$ cat src/rtl/conv_pkg.sv
package conv_pkg;

	// frame and kernel geometry
	localparam int IMG_SIZE     = 6;
	localparam int KERNEL_SIZE  = 5;
	localparam int TAPS         = KERNEL_SIZE * KERNEL_SIZE;
	localparam int OUT_SIZE     = IMG_SIZE - KERNEL_SIZE + 1;
	localparam int BUFFER_DEPTH = (KERNEL_SIZE - 1) * IMG_SIZE + KERNEL_SIZE;
	localparam int COORD_WIDTH  = $clog2(IMG_SIZE);

	// datapath widths
	localparam int PIXEL_WIDTH   = 16;
	localparam int PRODUCT_WIDTH = 2 * PIXEL_WIDTH;
	// guard bits cover the growth of a sum over all taps
	localparam int SUM_WIDTH     = PRODUCT_WIDTH + $clog2(TAPS);

	// product stage plus one register per adder level
	localparam int TREE_LATENCY  = 1 + $clog2(TAPS);

	typedef logic signed [PIXEL_WIDTH-1:0]   pixel_t;
	typedef logic signed [PIXEL_WIDTH-1:0]   weight_t;
	typedef logic signed [PRODUCT_WIDTH-1:0] product_t;
	typedef logic signed [SUM_WIDTH-1:0]     sum_t;

	// tap 0 is the top-left of the window
	typedef logic [TAPS*PIXEL_WIDTH-1:0] window_t;
	typedef logic [TAPS*PIXEL_WIDTH-1:0] kernel_t;

	typedef logic [COORD_WIDTH-1:0] coord_t;

endpackage

$ cat src/rtl/line_buffer.sv
`timescale 1ns/100ps

module line_buffer
(
	input  logic              clk,
	input  logic              reset,
	input  logic              pixel_valid,
	input  conv_pkg::pixel_t  pixel_in,
	output conv_pkg::window_t window
);
	import conv_pkg::*;

	// index 0 holds the newest pixel
	pixel_t pix_sr [BUFFER_DEPTH];

	always_ff @(posedge clk or posedge reset)
	begin
		if (reset)
		begin
			for (int i = 0; i < BUFFER_DEPTH; i++)
				pix_sr[i] <= '0;
		end
		else if (pixel_valid)
		begin
			pix_sr[0] <= pixel_in;
			for (int i = 1; i < BUFFER_DEPTH; i++)
				pix_sr[i] <= pix_sr[i - 1];
		end
	end

	// window rows sit one image line apart in the chain
	genvar r;
	genvar c;
	generate
		for (r = 0; r < KERNEL_SIZE; r++)
		begin : g_row
			for (c = 0; c < KERNEL_SIZE; c++)
			begin : g_col
				// bottom-right tap is the pixel just shifted in
				assign window[(r * KERNEL_SIZE + c) * PIXEL_WIDTH +: PIXEL_WIDTH] =
					pix_sr[(KERNEL_SIZE - 1 - r) * IMG_SIZE + (KERNEL_SIZE - 1 - c)];
			end
		end
	endgenerate

endmodule

$ cat config.mk
export PLATFORM = sky130hd
export DESIGN_NAME = line_buffer
export DESIGN_NICKNAME = d
export VERILOG_FILES = /design/src/rtl/conv_pkg.sv /design/src/rtl/line_buffer.sv
export SDC_FILE = /design/constraint.sdc
export NUM_CORES = 1
export LEC_CHECK = 0
export ABC_AREA = 1
export ABC_CLOCK_PERIOD_IN_PS = 17300
export BUFFER_PORTS_ARGS = -buffer_cell sky130_fd_sc_hd__buf_2
export CAP_MARGIN = 20
export CORE_MARGIN = 2
export CORE_UTILIZATION = 50
export CTS_BUF_LIST = sky130_fd_sc_hd__clkbuf_8
export DETAILED_ROUTE_END_ITERATION = 6
export PLACE_DENSITY = 0.78
export SYNTH_ARGS = -nofsm -noshare
export SYNTH_HDL_FRONTEND = slang
export SYNTH_SLANG_ARGS = --single-unit
$ cat constraint.sdc
create_clock -name clk -period 17.3 [get_ports clk]
set_clock_uncertainty 0.15 [all_clocks]
set_input_delay 1.73 -clock clk [delete_from_list [all_inputs] [get_ports clk]]
set_output_delay 1.73 -clock clk [all_outputs]
set_load 0.005 [all_outputs]
==> qor.yml <==
placed_design:
  dp_hpwl_mm: 30.5
  placement.io_buffers: 418
  place_inst: 2816
  finalWeightedCongestion: 0.840
  dpl_cell_area_um2: 19700
worst_setup_path:
  critical_path.max_stage_delay_ps: 850
  crit_family: "buffers and inverters"
  rr_startpoint: "window[56]$_DFFE_PP0P_"
  crit_path_end_kind: "asynchronous set/reset pin"
  crit_path_frequent_cell: "buf_4"
  worst-endpoint-arrival_ps: 4310
  worstPathCellList: "buf_2 > inv_8 > buf_4 > buf_4"
  path_depth: 4
  critical_path_peak_fanout: 140
  worst_setup_path_start_kind: "input port"
  slowest_stage_cell_on_the_critical_path: "buf_4"
  critical_path_buf_inv_count: 4
  timing.reg2reg.worst_path_depth: 2
  critPathRequiredTime_ps: 17740
  critical_path.reg2reg.endpoint: "window[40]$_DFFE_PP0P_"
  rrSetupSlack_ps: 16390
  critPathCapture: "window[335]$_DFFE_PP0P_"
  setup.worst_path.start: "reset"
  critical_path_class: "in -> async"
sta:
  setup_viol: 0
  finalHoldViolations: 0
  timing.final.crit_share_pct: 22.4
  slew-limit-headroom_pct: 18.2
  grt_setup_unrepaired: "false"
  final_period_minus_worst_setup_slack_ps: 3870
  final.setup.tns_ps: 0
  slew_violations: 0
  maxClockFrequency_ghz: 0.258
  timing.hold.ws_ps: 314
  slew_worst_pin_ps: 1230
logic_synthesis:
  cell_area_after_technology_mapping_um2: 20800
  synthTopCellsByArea: "dfrtp_1 56%, nand2_1 25%, buf_4 14%"
  synth-edff-count: 0
  syn-mean-instance-area_um2: 8.82
  post-synth-top-count-cell: "nand2_1"
  yosysSeqAreaShare_pct: 55.8
  synth.top_cells.by_count: "1392 x nand2_1, 464 x dfrtp_1, 401 x buf_4, 60 x buf_6, 35 x buf_2"
  synth-warning-count: 0
  synth_largest_area_cell: "dfrtp_1"
  synth_top_area_share_pct: 55.8
  async_reset_ff_share_pct: 100
  yosys_most_used_dff: "dfrtp_1"
  synth_seq_cells: 464
  synthesis.instances: 2361
  synth_fp_nets: 2380
  synth.lib_cells_used.distinct: 9
clock_tree:
  cts.repair.resized: 0
  htreeDepth: 3
  clkTransAtPathRegs_ps: 60
  cts_tree: "done"
  number_of_clock_sinks: 464
  clock_insertion_delay_worst_skew_ps: 620
  cts_post_setup_buffers_inserted: 0
  cts-root-buf: "clkbuf_8"
  cts.hold.buffers_added: 0
  cts_max_path_buffers: 3
  numCtsBuffers: 77
detailed_routing:
  num_vias: 14100
  drt_pre_antenna_iters: 6
  number_of_nets_with_antenna_violations_after_detailed_routing: 0
  drt-wirelength-per-cell_um: 15.6
  remaining_drc_errors: 0
  wirelength_mm: 46.0
  drt_iter0_drc: 1290
  detail_route.vias_per_cell: 4.77
global_routing:
  grt_util_all_layers_pct: 21.2
  met2_capacity_usage_during_global_routing_pct: 35.1
  global_route.usage.met1_pct: 27.7
  met3_usage_pct: 4.80
  top_usage_layer: "met2"
  grt_first_pass_wirelength_mm: 74.2
  antenna_found_initial: 0
  gr-total-overflow: 0
  pin_count_of_the_biggest_net_entering_global_routing: 246
  first_global_vias: 13700
power:
  fin_total_pwr_mw: 2.80
  power.density_cell_area_nw_per_um2: 131
  total_leakage_power_nw: 13.2
  ir_drop_mv: 0.0735
layout:
  final_nets: 2384
  layout.cells.non_filler: 2956
  drive_above_1_share_pct: 22.6
  area.growth.synth_to_final_pct: 2.85
  stdcell_area_um2: 21400
  antenna_cells: 0
  fillCellCount: 3666
die:
  die_width_um: 208
  placement_rows: 74
  die_area_um2: 43300
  die_y_extent_um: 208
  io_pins: 419
  fp.coreArea_um2: 40900
  floorplan.initialDensity_pct: 50.9
flow_run:
  maxCapViolCount: 0
outcome:
  outcome: "finished clean"
hold_path:
  holdCritPathClass: "reg -> reg"
## per-layer routing
layer | wire length, µm | share of wire [%]
met5 | 0 | 0
met4 | 1050 | 2.3
met3 | 3040 | 6.6
met2 | 22700 | 49
met1 | 19300 | 42
## placed cells by master, fill, tap and decap left out
master	count
nand2_1	1392
dfrtp_1	464
buf_2	417
clkbuf_8	102
inv_1	20
buf_4	6
clkinvlp_4	5
clkinv_2	5
inv_8	3
inv_6	2
bufinv_16	2
buf_16	2
buf_12	2
inv_12	1
buf_8	1
## how the worst min path moves through the flow
stage	from	end	slack, ps	depth (start not counted)
after floorplan	pix_sr[176]$_DFFE_PP0P_	pix_sr[176]$_DFFE_PP0P_	290	2
after detailed placement	window[10]$_DFFE_PP0P_	window[10]$_DFFE_PP0P_	300	2
after global routing	pix_sr[370]$_DFFE_PP0P_	window[306]$_DFFE_PP0P_	340	2
after global placement	window[9]$_DFFE_PP0P_	window[9]$_DFFE_PP0P_	300	2
after CTS	window[10]$_DFFE_PP0P_	window[10]$_DFFE_PP0P_	320	2
final	window[10]$_DFFE_PP0P_	window[10]$_DFFE_PP0P_	310	2
## kinds of logic (layout without fill, tap and decap cells)
group | Yosys count | after routing | synth area share, %
and+or+nand+nor | 1392 | 1392 | 25.1
buffers and inverters | 505 | 568 | 19.1
DFF | 464 | 464 | 55.8
## cell type report
class | count | area, µm² | area share, %
Clock buffer | 102 | 1400 | 6.56
Clock inverter | 36 | 238 | 1.11
Tap cell | 532 | 666 | 3.11
Sequential cell | 464 | 11600 | 54.2
Timing Repair Buffer | 428 | 2240 | 10.5
Inverter | 2 | 27.5 | 0.129
Multi-Input combinational cell | 1392 | 5230 | 24.4
## state kept, by name, indices dropped and copies added, names as in the netlist
signal	cells
pix_sr	64
window	400
## worst register-to-register path: cells and delay by family (launching register included)
family / cells / cell delay, ps
simple gates: 2 / 210
flops: 1 / 410
## where the power goes
group / leakage, nW / switching, mW / total, mW / internal, mW
clock network: 0.910 / 0.444 / 1.00 / 0.561
registers: 6.24 / 0.146 / 1.40 / 1.25
logic: 6.07 / 0.228 / 0.393 / 0.165
## metrics by stage
step | utilization [%] | setup WS [ps]
finish | 52.3 | 13430
global route | 52.3 | 12950
CTS | 52.2 | 13300
detailed placement | 48.2 | 12620
global placement | 48.2 | 12710
floorplan | - | 2480
Note: power is estimated with default switching activity, not from simulation.
