### config.mk
export PLATFORM = sky130hd
export DESIGN_NAME = window_ctrl
export DESIGN_NICKNAME = d
export VERILOG_FILES = /design/src/rtl/conv_pkg.sv /design/src/rtl/window_ctrl.sv
export SDC_FILE = /design/constraint.sdc
export NUM_CORES = 1
export LEC_CHECK = 0
export ABC_AREA = 1
export BUFFER_PORTS_ARGS = -buffer_cell sky130_fd_sc_hd__buf_2
export CELL_PAD_IN_SITES_DETAIL_PLACEMENT = 1
export CELL_PAD_IN_SITES_GLOBAL_PLACEMENT = 1
export CORE_UTILIZATION = 35
export CTS_CLUSTER_DIAMETER = 100
export DETAILED_ROUTE_END_ITERATION = 10
export PLACE_DENSITY = 0.69
export SYNTH_ARGS = -nofsm -noshare
export SYNTH_HDL_FRONTEND = slang
export SYNTH_SLANG_ARGS = --single-unit
### constraint.sdc
create_clock -name clk -period 1.13 [get_ports clk]
set_clock_uncertainty 0.1 [all_clocks]
set_input_delay 0.113 -clock clk [delete_from_list [all_inputs] [get_ports clk]]
set_output_delay 0.113 -clock clk [all_outputs]
set_load 0.03 [all_outputs]
### src/rtl/conv_pkg.sv
package conv_pkg;

	// frame and kernel geometry
	localparam int IMG_SIZE     = 6;
	localparam int KERNEL_SIZE  = 5;
	localparam int TAPS         = KERNEL_SIZE * KERNEL_SIZE;
	localparam int OUT_SIZE     = IMG_SIZE - KERNEL_SIZE + 1;
	localparam int BUFFER_DEPTH = (KERNEL_SIZE - 1) * IMG_SIZE + KERNEL_SIZE;
	localparam int COORD_WIDTH  = $clog2(IMG_SIZE);

	// datapath widths
	localparam int PIXEL_WIDTH   = 16;
	localparam int PRODUCT_WIDTH = 2 * PIXEL_WIDTH;
	// guard bits cover the growth of a sum over all taps
	localparam int SUM_WIDTH     = PRODUCT_WIDTH + $clog2(TAPS);

	// product stage plus one register per adder level
	localparam int TREE_LATENCY  = 1 + $clog2(TAPS);

	typedef logic signed [PIXEL_WIDTH-1:0]   pixel_t;
	typedef logic signed [PIXEL_WIDTH-1:0]   weight_t;
	typedef logic signed [PRODUCT_WIDTH-1:0] product_t;
	typedef logic signed [SUM_WIDTH-1:0]     sum_t;

	// tap 0 is the top-left of the window
	typedef logic [TAPS*PIXEL_WIDTH-1:0] window_t;
	typedef logic [TAPS*PIXEL_WIDTH-1:0] kernel_t;

	typedef logic [COORD_WIDTH-1:0] coord_t;

endpackage

### src/rtl/window_ctrl.sv
`timescale 1ns/100ps

module window_ctrl
(
	input  logic clk,
	input  logic reset,
	input  logic pixel_valid,
	input  logic frame_start,
	output logic conv_enable
);
	import conv_pkg::*;

	typedef enum logic
	{
		st_idle,
		st_stream
	} state_t;

	state_t state;
	state_t state_next;
	coord_t row;
	coord_t col;
	coord_t cur_row;
	coord_t cur_col;
	logic   accept;
	logic   last_pixel;
	logic   window_done;

	// position of the pixel on the bus this cycle
	always_comb
	begin
		accept = pixel_valid && (frame_start || state == st_stream);
		// frame_start always restarts at the top-left
		cur_row = frame_start ? '0 : row;
		cur_col = frame_start ? '0 : col;
		last_pixel = (cur_row == coord_t'(IMG_SIZE - 1))
			&& (cur_col == coord_t'(IMG_SIZE - 1));
		// first row and column where a full window fits
		window_done = accept
			&& (cur_row >= coord_t'(IMG_SIZE - OUT_SIZE))
			&& (cur_col >= coord_t'(IMG_SIZE - OUT_SIZE));
	end

	always_comb
	begin
		state_next = state;
		if (accept)
			state_next = last_pixel ? st_idle : st_stream;
	end

	always_ff @(posedge clk or posedge reset)
	begin
		if (reset)
		begin
			state <= st_idle;
			row <= '0;
			col <= '0;
			conv_enable <= 1'b0;
		end
		else
		begin
			state <= state_next;
			// lines up with the line_buffer shift of the same pixel
			conv_enable <= window_done;
			if (accept)
			begin
				if (cur_col == coord_t'(IMG_SIZE - 1))
				begin
					col <= '0;
					row <= last_pixel ? '0 : cur_row + 1'b1;
				end
				else
				begin
					col <= cur_col + 1'b1;
					row <= cur_row;
				end
			end
		end
	end

endmodule

==> results of run 1 <==
==> stage by stage <==
stage / utilization / worst slack [ns]
3_5_place_dp: 0.438 / -0.162
4_1_cts: 0.479 / -0.128
5_1_grt: 0.490 / -0.199
6_report: 0.490 / -0.135
3_3_place_gp: 0.438 / -0.133
2_1_floorplan: - / -0.0308
==> state kept, by name (all words and copies together) (netlist names) <==
| name | flops |
|---|---|
| conv_enable | 1 |
| state | 1 |
| col | 3 |
| row | 3 |
==> worst reg2reg max path: cells and delay by family (launching register included) <==
kind	cells	cell delay, ns
simple gates	6	0.44
fa+ha+maj	1	0.20
flops	1	0.36
buf+inv	1	0.05
==> logic make-up after synthesis <==
family | count (synthesis) | synth area share
and+or+nand+nor | 35 | 0.371
buffers and inverters | 10 | 0.0818
DFF | 8 | 0.409
AOI/OAI and AO/OA | 6 | 0.0691
adders and majority gates | 2 | 0.0511
xor gates and xnor gates | 1 | 0.0179
==> power groups by stage <==
| stage | Clock, W | Sequential [W] | Combinational, W |
|---|---|---|---|
| global route | 0.000249 | 0.000366 | 0.000281 |
| detailed placement | 0 | 0.000365 | 0.000232 |
| floorplan | 0 | 0.000364 | 0.000136 |
| global placement | 0 | 0.000363 | 0.000229 |
| finish | 0.000223 | 0.000362 | 0.000255 |
| CTS | 0.000230 | 0.000361 | 0.000239 |
==> cell type report <==
type	count	share of cell area
multi-input cells	44	0.429
flip-flops and latches	8	0.314
repair buffers	12	0.129
inverters	10	0.0627
clock buffers	3	0.0353
well taps	15	0.0294
==> layer usage <==
layer  wire, um  global-route usage  up-vias
li1           -                   -      226
met1        516               0.203      201
met2        607               0.313        4
met3         37              0.0852        0
met4          0              0.0517        0
met5          0                   0        -
==> path summary, 6_finish.rpt <==
path | to | start | cells after the start
setup / recovery | row[2] | row[1] | 8
hold / removal | row[0] | pixel_valid | 4
setup reg to reg | row[2] | row[1] | 8
hold reg to reg | state | state | 2
max in group asynchronous | row[1] | reset | 3
min in group asynchronous | row[0] | reset | 3
==> synth_stat cells, drive strengths merged <==
cell type	number	share of area
inv	10	0.082
nor3	1	0.010
a31oi	1	0.013
nand4	2	0.026
nand3	3	0.041
dfrtp	8	0.41
o211ai	1	0.015
nand2	21	0.20
o21ai	4	0.041
nor2	8	0.092
xnor2	1	0.018
ha	2	0.051
==> timing repair <==
action | 4_1_cts | 5_1_grt
resized for setup | 4 | 4
buffers inserted | 1 | 1
hold endpoints to repair | 8 | 0
pin swaps | 1 | 3
hold buffers | 1 | 0
setup endpoints to repair | 3 | 5
==> impl_metrics.csv, run 1 <==
group,metric,value,unit
route,dr.pass1.iters,3,
power,power_frac_seq,0.431,
clock_network,clock_path_buffers,2,
sta,worst_slack,-0.135,ns
finish,drive_above_1_share,0.442,
sta,fmax,0.790,GHz
power,power,0.000840,W
worst_hold_path,hold_class,"primary input to register",
route,first_iter_violations,4,
job,max-cap-violations,0,
floorplanning,io_pins,5,
sta,maxSlewHeadroom,0.776,
synth,syn-cell-area,489,sq um
synth,synth.avg_cell_area,7.89,sq um
setup_path,path_max_fanout,3,
placement,place_inst,86,
finish,antenna_cells,0,
setup_path,cpLargestDelayFamily,"simple AND/OR/NAND/NOR gates",
sta,setup_viol,3,
setup_path,start_kind,"register",
synth,ys_ff_latch,8,
grt,grt.overflow.total,0,
setup_path,path_class,"register to register",
power,p_int,0.000558,W
setup_path,cp.arrival,1.31,ns
power,p_comb_frac,0.304,
synth,syn_inst,62,
status,outcome,"finished, violations left",
floorplanning,die-width,39.4,um
floorplanning,start_util,0.376,
power,p_sw,0.000283,W
setup_path,r2r_setup_slack,-0.14,ns
grt,grt_start_max_net_pins,9,
route,drc,0,
sta,hold_ws,0.0973,ns
route,vias_per_cell,4.68,
finish,nNetsFinal,85,
grt,grt_use_total,0.184,
power,peakVddDrop,756,uV
route,wl_per_cell,12.6,um
finish,layout_common_cells,"nand2_1 (17), dfrtp_1 (8), buf_4 (7)",
sta,hold_viol,0,
sta,rsz0062_at_grt,"true",
floorplanning,dieArea,1550,sq um
floorplanning,die_y,39.4,um
setup_path,crit_path_frequent_cell,"nand2_1",
finish,fin_cells,92,
power,pwr_density_cell,1320,nW/um^2
sta,fin_setup_tns,-0.303,ns
grt,grt_pass1_wl,1780,um
floorplanning,num_rows,13,
synth,synthDistinctLibCells,20,
status,violations,"setup timing",
setup_path,worstPathRequired,1.18,ns
placement,place_area,571,sq um
synth,ys.warnings.count,0,
sta,drv_slew,0,
clock_network,cts_tree,"built",
route,routed-via-count,431,
setup_path,crit_chain,"inv_2 > nor2_4 > ha_2 > nand4_1 > nand2_1 > nand2_1 > nand2_1 > nand2_1",
finish,layout_commonest_cell,"nand2_1",
route,routed_wl,1160,um
clock_network,cts_inserted_buffers,3,
clock_network,clk_pin_slew,0.05,ns
sta,fin_crit_sh,1.12,
setup_path,slowest_stage,"dfrtp_1",
power,pwr-share-clk,0.265,
clock_network,htreeDepth,1,
sta,period_minus_slack,1.27,ns
placement,place_congestion,0.741,
clock_network,cts_root_buf,"clkbuf_4",
grt,grt_pass1_vias,416,
setup_path,critPathMaxStageDelay,0.36,ns
placement,io_buffers,4,
synth,seq_area_frac_synth,0.409,
placement,post-dp-hpwl,869,um
finish,regArea,200,sq um
floorplanning,fp.coreArea,1300,sq um
power,swShare,0.336,
clock_network,clock_latency,0.25,ns
finish,area_growth,30.4,%
setup_path,worst-path-buf-inv,1,
power,power.static_leakage,0.314,nW
synth,synthesis.nets,68,
clock_network,cts.sink_count,8,
finish,multi_input_area,274,sq um
grt,grt_antenna_before_repair,0,
sta,worst_pin_slew,0.336,ns
route,final_antenna_net_count,0,
setup_path,critPathCaptureType,"register",
finish,n_fill_cell,175,
finish,fin_area,638,sq um
(Power assumes the default switching activity.)
==> run 2: changes to the inputs <==
--- a/config.mk
+++ b/config.mk
@@ -9,10 +9,12 @@
 export BUFFER_PORTS_ARGS = -buffer_cell sky130_fd_sc_hd__buf_2
 export CELL_PAD_IN_SITES_DETAIL_PLACEMENT = 1
 export CELL_PAD_IN_SITES_GLOBAL_PLACEMENT = 1
-export CORE_UTILIZATION = 35
+export CORE_AREA = 2 2 39 41
+export CTS_BUF_LIST = sky130_fd_sc_hd__clkbuf_4
 export CTS_CLUSTER_DIAMETER = 100
 export DETAILED_ROUTE_END_ITERATION = 10
-export PLACE_DENSITY = 0.69
+export DIE_AREA = 0 0 41 43
+export PLACE_DENSITY = 0.72
 export SYNTH_ARGS = -nofsm -noshare
 export SYNTH_HDL_FRONTEND = slang
 export SYNTH_SLANG_ARGS = --single-unit
==> impl_metrics.csv, run 2 (synthesized netlist as in run 1, its figures left out) <==
group,metric,value,unit
status,outcome,"finished, violations left",
setup_path,worst-path-buf-inv,1,
clock_network,cts.sink_count,8,
route,dr.pass1.iters,2,
power,power,0.000844,W
clock_network,clock_latency,0.26,ns
clock_network,clock_path_buffers,2,
sta,hold_viol,0,
floorplanning,io_pins,5,
route,wl_per_cell,12.3,um
finish,regArea,200,sq um
grt,grt_start_max_net_pins,9,
power,p_comb_frac,0.302,
route,final_antenna_net_count,0,
sta,drv_slew,0,
setup_path,r2r_setup_slack,-0.11,ns
finish,fin_area,662,sq um
sta,fmax,0.805,GHz
placement,place_congestion,0.687,
setup_path,start_kind,"register",
power,power.static_leakage,0.326,nW
finish,drive_above_1_share,0.434,
finish,multi_input_area,304,sq um
clock_network,cts_root_buf,"clkbuf_4",
power,pwr_density_cell,1280,nW/um^2
sta,fin_crit_sh,1.10,
route,drc,0,
route,first_iter_violations,1,
clock_network,clk_pin_slew,0.06,ns
status,violations,"setup timing",
setup_path,worstPathRequired,1.18,ns
setup_path,slowest_stage,"dfrtp_1",
setup_path,rr_endpoint,"row[2]",
sta,period_minus_slack,1.24,ns
route,vias_per_cell,4.83,
setup_path,cpLargestDelayFamily,"simple AND/OR/NAND/NOR gates",
finish,area_growth,35.3,%
floorplanning,start_util,0.354,
power,pwr-share-clk,0.269,
route,routed_wl,1130,um
power,p_int,0.000551,W
finish,n_fill_cell,179,
power,p_sw,0.000293,W
finish,nNetsFinal,84,
power,swShare,0.347,
grt,grt_pass1_wl,1940,um
clock_network,cts_tree,"built",
sta,fin_setup_tns,-0.206,ns
sta,setup_viol,3,
sta,rsz0062_at_grt,"true",
setup_path,critPathMaxStageDelay,0.36,ns
setup_path,path_class,"register to register",
grt,grt_pass1_vias,469,
sta,worst_pin_slew,0.316,ns
setup_path,critPathCaptureType,"register",
finish,layout_common_cells,"nand2_1 (17), dfrtp_1 (8), buf_4 (6)",
setup_path,crit_path_frequent_cell,"nand2_1",
setup_path,r2r_cells,8,
power,power_frac_seq,0.429,
placement,place_area,564,sq um
setup_path,crit_cells,8,
setup_path,crit_chain,"inv_2 > nor2_4 > ha_2 > nand4_1 > nand2_1 > nand2_1 > nand2_1 > nand2_1",
clock_network,cts_inserted_buffers,3,
setup_path,timing.rr.start,"row[1]",
floorplanning,fp.coreArea,1380,sq um
clock_network,htreeDepth,1,
grt,grt_antenna_before_repair,0,
setup_path,path_max_fanout,3,
power,peakVddDrop,543,uV
floorplanning,die-width,41,um
grt,grt.overflow.total,0,
floorplanning,die_y,43,um
placement,io_buffers,4,
job,max-cap-violations,0,
route,routed-via-count,444,
grt,grt_use_total,0.165,
setup_path,cp.arrival,1.29,ns
setup_path,crit_end,"row[2]",
sta,worst_slack,-0.112,ns
floorplanning,dieArea,1760,sq um
floorplanning,num_rows,14,
placement,post-dp-hpwl,860,um
sta,maxSlewHeadroom,0.789,
setup_path,critPathLaunch,"row[1]",
finish,antenna_cells,0,
finish,reg_top3,"col (3), row (3)",
finish,layout_commonest_cell,"nand2_1",
worst_hold_path,hold_class,"primary input to register",
run 2: cell types whose count changed in the layout (fill, tap and decap cells not counted), sizes merged:
cell,change
buf,-1
run 2: layout make-up:
type	count	area share
tap	16	0.0302
inverter	10	0.0605
clock buffer	3	0.0340
multi-input combinational	44	0.459
sequential	8	0.302
timing repair buffer	11	0.113
run 2: repair_timing:
item / 4_1_cts / 5_1_grt
pin swaps: 6 / 10
setup endpoints to repair: 3 / 5
hold buffers: 1 / 0
gates resized for setup: 2 / 10
buffers inserted: 1 / 1
endpoints found under the hold margin: 8 / 0
run 2: worst register-to-register path, delay by kind of cell, from the launching register on:
family                     cells  cell delay, ns
and+or+nand+nor                6            0.44
adders and majority gates      1            0.19
DFF                            1            0.36
buffers and inverters          1            0.05
run 2: stage by stage:
stage / hold WS (ns) / utilization / worst slack (ns) / instances
floorplan: -0.171 / - / -0.0308 / 62
global placement: -0.0236 / 0.408 / -0.0997 / 86
detailed placement: -0.0208 / 0.408 / -0.139 / 86
CTS: 0.104 / 0.442 / -0.119 / 91
global route: 0.155 / 0.478 / -0.177 / 92
finish: 0.109 / 0.478 / -0.112 / 92
run 2: metal layers:
metal	up-vias	track usage	share of wire
li1	224	-	-
met2	4	0.247	0.57
met3	2	0.0471	0.020
met1	214	0.208	0.41
met4	0	0.0800	0.0035
met5	-	0	0
run 2: worst min-delay path by stage:
| stage | from | to | slack (ns) | cells after the start |
|---|---|---|---|---|
| final | pixel_valid | row[0] | 0.11 | 4 |
| after global routing | pixel_valid | row[0] | 0.16 | 4 |
| after CTS | pixel_valid | row[0] | 0.10 | 4 |
| after detailed placement | reset | state | -0.02 | 2 |
| after global placement | reset | row[0] | -0.02 | 2 |
| after floorplan | reset | col[0] | -0.17 | 1 |
run 2: power by group through the flow:
stage / registers, W / logic (W) / clock network (W)
finish: 0.000362 / 0.000255 / 0.000227
global route: 0.000369 / 0.000284 / 0.000248
CTS: 0.000360 / 0.000232 / 0.000239
detailed placement: 0.000365 / 0.000226 / 0
global placement: 0.000364 / 0.000219 / 0
floorplan: 0.000364 / 0.000136 / 0
