`config.mk`:
```
export PLATFORM = sky130hd
export DESIGN_NAME = weight_bank
export DESIGN_NICKNAME = d
export VERILOG_FILES = /design/src/rtl/conv_pkg.sv /design/src/rtl/weight_bank.sv
export SDC_FILE = /design/constraint.sdc
export NUM_CORES = 1
export LEC_CHECK = 0
export ABC_AREA = 0
export BUFFER_PORTS_ARGS = -buffer_cell sky130_fd_sc_hd__buf_4
export CAP_MARGIN = 20
export CELL_PAD_IN_SITES_DETAIL_PLACEMENT = 1
export CELL_PAD_IN_SITES_GLOBAL_PLACEMENT = 2
export CORE_ASPECT_RATIO = 0.5
export CORE_MARGIN = 4
export CORE_UTILIZATION = 35
export CTS_BUF_LIST = sky130_fd_sc_hd__clkbuf_8
export CTS_CLUSTER_DIAMETER = 150
export DETAILED_ROUTE_END_ITERATION = 12
export GPL_TIMING_DRIVEN = 0
export PLACE_DENSITY = 0.84
export SLEW_MARGIN = 20
export SYNTH_ARGS = -nofsm -noshare
export SYNTH_HDL_FRONTEND = slang
export SYNTH_SLANG_ARGS = --single-unit
```
`constraint.sdc`:
```
create_clock -name clk -period 26.8 [get_ports clk]
set_input_delay 5.36 -clock clk [delete_from_list [all_inputs] [get_ports clk]]
set_output_delay 5.36 -clock clk [all_outputs]
set_load 0.01 [all_outputs]
```
`src/rtl/conv_pkg.sv`:
```
package conv_pkg;

	// frame and kernel geometry
	localparam int IMG_SIZE     = 6;
	localparam int KERNEL_SIZE  = 5;
	localparam int TAPS         = KERNEL_SIZE * KERNEL_SIZE;
	localparam int OUT_SIZE     = IMG_SIZE - KERNEL_SIZE + 1;
	localparam int BUFFER_DEPTH = (KERNEL_SIZE - 1) * IMG_SIZE + KERNEL_SIZE;
	localparam int COORD_WIDTH  = $clog2(IMG_SIZE);

	// datapath widths
	localparam int PIXEL_WIDTH   = 16;
	localparam int PRODUCT_WIDTH = 2 * PIXEL_WIDTH;
	// guard bits cover the growth of a sum over all taps
	localparam int SUM_WIDTH     = PRODUCT_WIDTH + $clog2(TAPS);

	// product stage plus one register per adder level
	localparam int TREE_LATENCY  = 1 + $clog2(TAPS);

	typedef logic signed [PIXEL_WIDTH-1:0]   pixel_t;
	typedef logic signed [PIXEL_WIDTH-1:0]   weight_t;
	typedef logic signed [PRODUCT_WIDTH-1:0] product_t;
	typedef logic signed [SUM_WIDTH-1:0]     sum_t;

	// tap 0 is the top-left of the window
	typedef logic [TAPS*PIXEL_WIDTH-1:0] window_t;
	typedef logic [TAPS*PIXEL_WIDTH-1:0] kernel_t;

	typedef logic [COORD_WIDTH-1:0] coord_t;

endpackage

```
`src/rtl/weight_bank.sv`:
```
`timescale 1ns/100ps

module weight_bank
(
	input  logic              clk,
	input  logic              reset,
	input  logic              weight_load,
	input  conv_pkg::weight_t weight_in,
	output conv_pkg::kernel_t kernel
);
	import conv_pkg::*;

	weight_t weights [TAPS];

	// new weights enter at the bottom-right and move toward tap 0
	always_ff @(posedge clk or posedge reset)
	begin
		if (reset)
		begin
			for (int i = 0; i < TAPS; i++)
				weights[i] <= '0;
		end
		else if (weight_load)
		begin
			weights[TAPS - 1] <= weight_in;
			for (int i = 0; i < TAPS - 1; i++)
				weights[i] <= weights[i + 1];
		end
	end

	genvar k;
	generate
		for (k = 0; k < TAPS; k++)
		begin : g_tap
			assign kernel[k * $bits(weight_t) +: $bits(weight_t)] = weights[k];
		end
	endgenerate

endmodule

```
==> results.ini, run 1 <==
[critical_path]
crit_type = reg2out
worstPathArrival_ps = 1250
slowest_stage = dfrtp_1
critical_path.top_delay_family = flip-flops
max_stage_delay_ps = 450
crit_fanout = 3
path_cells = buf_4
end_kind = output pin
start_kind = flop
path_buf_inv = 1
crit_required_ps = 21440

[placement]
place.gp.congestion = 0.794
portBuffers = 417
post-dp-hpwl_um = 34000
place_area_um2 = 19300

[clock_network]
cts_buffer_depth = 3
postCtsSetupBuffers = 0
clock_latency_ps = 620
hold_buffers = 0
numCtsBuffers = 57
cts-resized-gates = 0
clk_pin_slew_ps = 70
cts-root-buf = clkbuf_8
cts.sinks = 400
cts_tree = built
cts-htree-levels = 2

[timing]
fmax_ghz = 0.151
slew_headroom_pct = 56.5
tns_ps = 0
hold_viol_final = 0
skew_ps = 17.4
rsz0062_at_grt = no
slew_viol_final = 0
timing.final.crit_share_pct = 24.7
setup_viol = 0
worst_pin_slew_ps = 653
layout_min_cycle_time_ps = 6610

[synthesis]
ys.flop_type = dfrtp_1
synth_warnings = 0
synth_area_um2 = 15400
synth_cells = 846
synth-seq-cells = 400
syn-num-nets = 865
synth-seq-area-share_pct = 65.2
synth_top_cell_area_share_pct = 65.2
ys_top_cells_by_area = dfrtp_1 65%, mux2_2 21%, mux2_4 8.8%
synth.distinct_cells = 7
yosys-top-cells-count = 400 x dfrtp_1, 292 x mux2_2, 90 x mux2_4
synth_top_area_cell = dfrtp_1
synth_enable_flop_cells = 0
async_flop_share_pct = 100
synthMostInstantiatedCell = dfrtp_1
synth_area_per_cell_um2 = 18.2

[die]
die_w_um = 304
num_rows = 53
core-area_um2 = 42600
io_pins = 419
initial_core_util_pct = 36.0
die_area_um2 = 47500
fp.dieH_um = 156

[global_routing]
track_usage_pct = 18.2
grt_max_degree = 109
antenna_found_initial = 0
grt_pass1_vias = 10200
grt_overflow = 0
grt_pass1_wl_um = 67200

[run]
max_cap_viol_count = 0

[route]
vias = 9111
vias_per_cell = 4.70
dr.first_iter.drc_count = 454
drt.antenna.violating_nets = 0
dr.pass1.iters = 4
drt-wirelength-per-cell_um = 23.1
route.detailed.drc = 0
wl_um = 44700

[power_and_ir_drop]
p_per_area_nw_per_um2 = 123
ir_drop_mv = 0.0447
leakagePower_nw = 9.91

[final_layout]
drive_gt1_share_pct = 68.4
largest_reg_flops = 400
diodes = 0
fin_nets = 1344
design_area_um2 = 20500
final_util_pct = 48.0
syn_to_final_growth_pct = 33.2
n_fill_cell = 4155

[run_status]
status = completed

[hold_path]
hp-class = reg2reg

==> logic make-up (layout without fill, tap and decap cells) <==
kind of cell,Yosys count,in the layout,synth area share (%)
mux,400,400,31.5
flops,400,400,65.2
buf+inv,46,562,3.28
==> cells in the final DEF, fill, tap and decap left out, drive strengths merged <==
cell / count
buf: 465
dfrtp: 400
mux2: 400
clkbuf: 73
inv: 15
clkinv: 7
bufinv: 2
==> layout make-up <==
type                            instances  area (um2)  area share, %
Timing Repair Buffer                  420        3210           15.7
Buffer                                 45         500           2.45
Inverter                                1        11.3         0.0550
Tap cell                              577         722           3.53
Multi-Input combinational cell        400        4840           23.7
Clock inverter                         23         158          0.770
Sequential cell                       400       10000           48.9
Clock buffer                           73        1000           4.91
==> layer usage <==
metal	wire length (um)	up-vias	global-route usage [%]
met3	1410	102	2.90
li1	-	3964	-
met4	1830	0	7.90
met2	25300	178	35.2
met1	16200	4867	20.0
met5	0	-	0
==> metrics by stage <==
| stage | hold slack [ps] | total power, mW | instances | setup WS, ps |
|---|---|---|---|---|
| after floorplan | 529 | 1.43 | 846 | 10320 |
| after global placement | 478 | 2.00 | 1840 | 6620 |
| after detailed placement | 495 | 2.04 | 1843 | 19800 |
| after CTS | 510 | 2.55 | 1939 | 20140 |
| after global routing | 537 | 2.64 | 1939 | 20120 |
| final | 515 | 2.51 | 1939 | 20190 |
==> report_power, final <==
group	internal (mW)	switching, mW
clock network	0.262	0.236
registers	0.860	0.232
logic	0.528	0.390
total	1.65	0.858
==> path summary, 6_finish.rpt <==
| path | from | to | slack, ps | cells past startpoint |
|---|---|---|---|---|
| max | kernel[180] | kernel[180] | 20190 | 1 |
| min reg2reg | kernel[15] | kernel[15] | 520 | 1 |
| max reg2reg | kernel[252] | kernel[252] | 25930 | 1 |
| min | kernel[15] | kernel[15] | 520 | 1 |
| min in group asynchronous | reset | kernel[146] | 4820 | 2 |
| max in group asynchronous | reset | kernel[393] | 20560 | 4 |
Note: power is estimated with default switching activity, not from simulation.
==> run 2: changes to the inputs <==
Settings changed: ABC_AREA 0 to 1, CORE_UTILIZATION 35 to 32, PLACE_DENSITY 0.84 to 0.9.
Clock period 26.8 ns to 6.9 ns, I/O delays scaled along.
==> run 2 against run 1 <==
  * Synthesized cell count increased by 100%
  * Clock skew up 29 ps
  * Clock power grew to 3.8 times the previous value
  * Final area is 1.2% higher
  * Routed wire length grew 18%
  * Power rose to 2.5 times the previous value
  * Setup slack worse by 16000 ps
  * Final cell count up 48%
  * Global-route usage is 2.1 points higher
==> results.ini, run 2 <==
[synthesis]
synth_top_area_cell = dfrtp_1
synth.distinct_cells = 9
synth-seq-area-share_pct = 65.3
synth_area_um2 = 15300
synth_top_cell_area_share_pct = 65.3
async_flop_share_pct = 100
synth_enable_flop_cells = 0
ys.flop_type = dfrtp_1
synth_area_per_cell_um2 = 9.07
yosys-top-cells-count = 1200 x nand2_1, 400 x dfrtp_1, 41 x buf_6
synth_cells = 1691
syn-num-nets = 1710
synthMostInstantiatedCell = nand2_1
ys_top_cells_by_area = dfrtp_1 65%, nand2_1 29%, buf_6 3.0%
synth_warnings = 0
synth-seq-cells = 400

[critical_path]
max_stage_delay_ps = 450
crit_required_ps = 5520
crit_fanout = 3
start_kind = flop
worstPathArrival_ps = 1250
slowest_stage = dfrtp_1
crit_type = reg2out
path_cells = buf_4
critical_path.top_delay_family = flip-flops
path_buf_inv = 1
end_kind = output pin

[clock_network]
cts-root-buf = clkbuf_8
numCtsBuffers = 60
cts_buffer_depth = 3
cts-htree-levels = 2
cts.sinks = 400
clock_latency_ps = 630
clk_pin_slew_ps = 70
postCtsSetupBuffers = 0
cts-resized-gates = 0
cts_tree = built
hold_buffers = 0

[timing]
worst_pin_slew_ps = 657
setup_ws_ps = 4270
slew_viol_final = 0
tns_ps = 0
rsz0062_at_grt = no
layout_min_cycle_time_ps = 2630
slew_headroom_pct = 56.1
skew_ps = 46.0
timing.final.crit_share_pct = 38.2
fmax_ghz = 0.380
hold_viol_final = 0
setup_viol = 0

[die]
io_pins = 419
die_area_um2 = 51700
fp.dieH_um = 163
initial_core_util_pct = 32.6
die_w_um = 318
num_rows = 56
core-area_um2 = 47100

[global_routing]
grt_overflow = 0
grt_pass1_wl_um = 82300
grt_max_degree = 33
track_usage_pct = 20.4
grt_pass1_vias = 13600
antenna_found_initial = 0

[final_layout]
largest_reg_flops = 400
design_area_um2 = 20700
n_fill_cell = 5580
syn_to_final_growth_pct = 35.1
final_common_cell = nand2_1
final_util_pct = 44.0
fin_nets = 2203
final_cell_mix = 1200 x nand2_1, 428 x buf_4, 400 x dfrtp_1, 75 x clkbuf_8, 41 x buf_6
drive_gt1_share_pct = 27.2
regArea_um2 = 10000
multiInputGateArea_um2 = 4500
diodes = 0

[route]
vias = 12700
vias_per_cell = 4.44
drt.antenna.violating_nets = 0
wl_um = 53000
drt-wirelength-per-cell_um = 18.5
route.detailed.drc = 0
dr.first_iter.drc_count = 559
dr.pass1.iters = 5

[power_and_ir_drop]
ir_drop_mv = 0.167
p_per_area_nw_per_um2 = 308
leakagePower_nw = 12.1

[run]
max_cap_viol_count = 0

[placement]
portBuffers = 417
place.gp.congestion = 0.803
place_area_um2 = 19600
post-place-ws_ps = 3830
post-dp-hpwl_um = 41600

[hold_path]
hp-class = reg2reg

[run_status]
status = completed

-- run 2: final timing paths --
| kind | from | endpoint | depth (start not counted) | slack, ps |
|---|---|---|---|---|
| max | kernel[383] | kernel[383] | 1 | 4270 |
| min | kernel[259] | kernel[243] | 2 | 470 |
| max reg2reg | kernel[352] | kernel[336] | 2 | 6170 |
| min reg2reg | kernel[259] | kernel[243] | 2 | 470 |
| max in group asynchronous | reset | kernel[114] | 7 | 4560 |
| min in group asynchronous | reset | kernel[15] | 2 | 840 |
-- run 2: power breakdown --
part | internal, mW | total [mW] | switching [mW]
Sequential | 2.71 | 3.06 | 0.348
Combinational | 0.653 | 1.42 | 0.764
Clock | 0.970 | 1.91 | 0.938
Total | 4.34 | 6.39 | 2.05
-- run 2: cell families (layout without fill, tap and decap cells) --
logic type	count (synthesis)	count (layout)	share of synthesized area (%)
flip-flops	400	400	65.3
buffers and inverters	91	623	5.33
AND/OR/NAND/NOR	1200	1200	29.4
-- run 2: stage by stage --
stage | hold slack (ps) | std cells | power [mW]
after detailed placement | 461 | 2760 | 4.55
after global placement | 457 | 2746 | 4.49
after global routing | 504 | 2861 | 6.75
final | 469 | 2861 | 6.39
after floorplan | 506 | 1691 | 3.59
after CTS | 478 | 2861 | 6.49
-- run 2: final cells by class --
class / count / area share [%]
multi-input cells: 1200 / 21.8
repair buffers: 431 / 16.5
clock inverters: 26 / 0.562
well taps: 638 / 3.85
flip-flops and latches: 400 / 48.3
inverters: 2 / 0.0785
plain buffers: 89 / 3.89
clock buffers: 75 / 4.98
-- run 2: metal layers --
metal  wire length [um]  GRT usage, %
met2              28000          37.2
met3               1490          3.12
met5                  0             0
met4               2760          10.0
met1              20800          23.5
==> run 3: changes to the inputs <==
Clock period 6.9 ns to 2.66 ns, I/O delays scaled along.
==> run 3 against run 2 <==
  * Non-clock buffer count is 1 higher
  * First-iteration DRC count is 5.5% lower
  * Setup slack worse by 3700 ps
  * Combinational power grew to 2.6 times the previous value
  * Largest power group unchanged
==> results.ini, run 3 (synthesis gave the netlist of run 2 again) <==
[hold_path]
min_from = weight_in[1]
hold_depth = 3
hp-class = in2reg
hold_end = kernel[385]

[timing]
slew_viol_final = 0
fmax_ghz = 0.487
slew_headroom_pct = 55.3
worst_pin_slew_ps = 669
timing.final.crit_share_pct = 77.1
rsz0062_at_grt = no
layout_min_cycle_time_ps = 2050
hold_viol_final = 0
setup_viol = 0
skew_ps = 43.1
setup_ws_ps = 608
tns_ps = 0

[die]
fp.dieH_um = 163
initial_core_util_pct = 32.6
io_pins = 419
die_area_um2 = 51700
core-area_um2 = 47100
num_rows = 56
die_w_um = 318

[clock_network]
clk_pin_slew_ps = 70
clock_latency_ps = 630
cts.sinks = 400
cts_buffer_depth = 3
cts_tree = built
numCtsBuffers = 60
cts-root-buf = clkbuf_8
hold_buffers = 1
postCtsSetupBuffers = 0
cts-htree-levels = 2
cts-resized-gates = 0

[critical_path]
r2r_end = kernel[336]
crit_fanout = 32
end_kind = asynchronous set/reset pin
worstPathArrival_ps = 2880
crit_required_ps = 3490
r2r_start = kernel[352]
start_kind = input port
reg2reg_depth = 2
r2r_slack_ps = 1930
crit_type = in2async

[placement]
portBuffers = 417
post-place-ws_ps = 440
place_area_um2 = 19600
place.gp.congestion = 0.803
post-dp-hpwl_um = 41600

[route]
dr.first_iter.drc_count = 528
vias = 12700
drt.antenna.violating_nets = 0
drt-wirelength-per-cell_um = 18.5
route.detailed.drc = 0
wl_um = 53000
dr.pass1.iters = 4
vias_per_cell = 4.44

[final_layout]
final_util_pct = 44.0
diodes = 0
fin_nets = 2204
design_area_um2 = 20700
final_cell_mix = 1200 x nand2_1, 428 x buf_4, 400 x dfrtp_1, 75 x clkbuf_8, 41 x buf_6
largest_reg_flops = 400
final_common_cell = nand2_1
drive_gt1_share_pct = 27.2
syn_to_final_growth_pct = 35.1

[global_routing]
antenna_found_initial = 0
grt_overflow = 0
track_usage_pct = 20.4
grt_pass1_wl_um = 82300
grt_pass1_vias = 13600
grt_max_degree = 33

[power_and_ir_drop]
ir_drop_mv = 0.433
p_per_area_nw_per_um2 = 800
leakagePower_nw = 12.1

[run_status]
status = completed

[run]
max_cap_viol_count = 0

==> run 3: cell types whose count changed in the layout (fill, tap and decap cells not counted), sizes merged <==
cell	previous run	this run
dlygate4sd3	0	1
==> run 3: worst max-delay path, stage by stage <==
cell and delay (ps):
dlygate4sd3_1 530, buf_4 140, clkinvlp_4 450, buf_12 280
buf_12 210, buf_12 220, buf_12 230, buf_12 220
==> run 3: how the worst max path moves through the flow <==
stage | startpoint | end | slack [ps] | cells after the start
6_report | reset | kernel[114] | 610 | 8
5_1_grt | reset | kernel[142] | 390 | 8
4_1_cts | reset | kernel[142] | 560 | 8
3_5_place_dp | reset | kernel[141] | 440 | 7
3_3_place_gp | reset | kernel[140] | -5860 | 2
2_1_floorplan | reset | kernel[0] | -3260 | 1
==> run 3: cell type report <==
class	instances	area [um2]
Fill cell	5581	26400
Inverter	2	16.3
Buffer	89	805
Tap cell	638	798
Clock inverter	26	116
Multi-Input combinational cell	1200	4500
Timing Repair Buffer	432	3440
Clock buffer	75	1030
Sequential cell	400	10000
==> run 3: routing by layer <==
metal | up-vias | GRT usage (%) | part of all wire [%]
met5 | - | 0 | 0
met4 | 0 | 9.74 | 5.1
met3 | 122 | 3.12 | 3.0
met2 | 216 | 37.4 | 53
met1 | 6314 | 23.5 | 39
li1 | 6069 | - | -
==> run 3: stage by stage <==
step                total power, mW  hold slack, ps  std cells
floorplan                      9.31             506       1691
global placement               11.6             457       2746
detailed placement             11.8             461       2760
CTS                            16.8            50.1       2862
global route                   17.5            68.2       2862
finish                         16.6            99.3       2862
==> run 3: report_power, final <==
group	switching (mW)	internal, mW	total, mW
clock	2.43	2.52	4.95
sequential	0.905	7.04	7.94
combinational	1.98	1.70	3.68
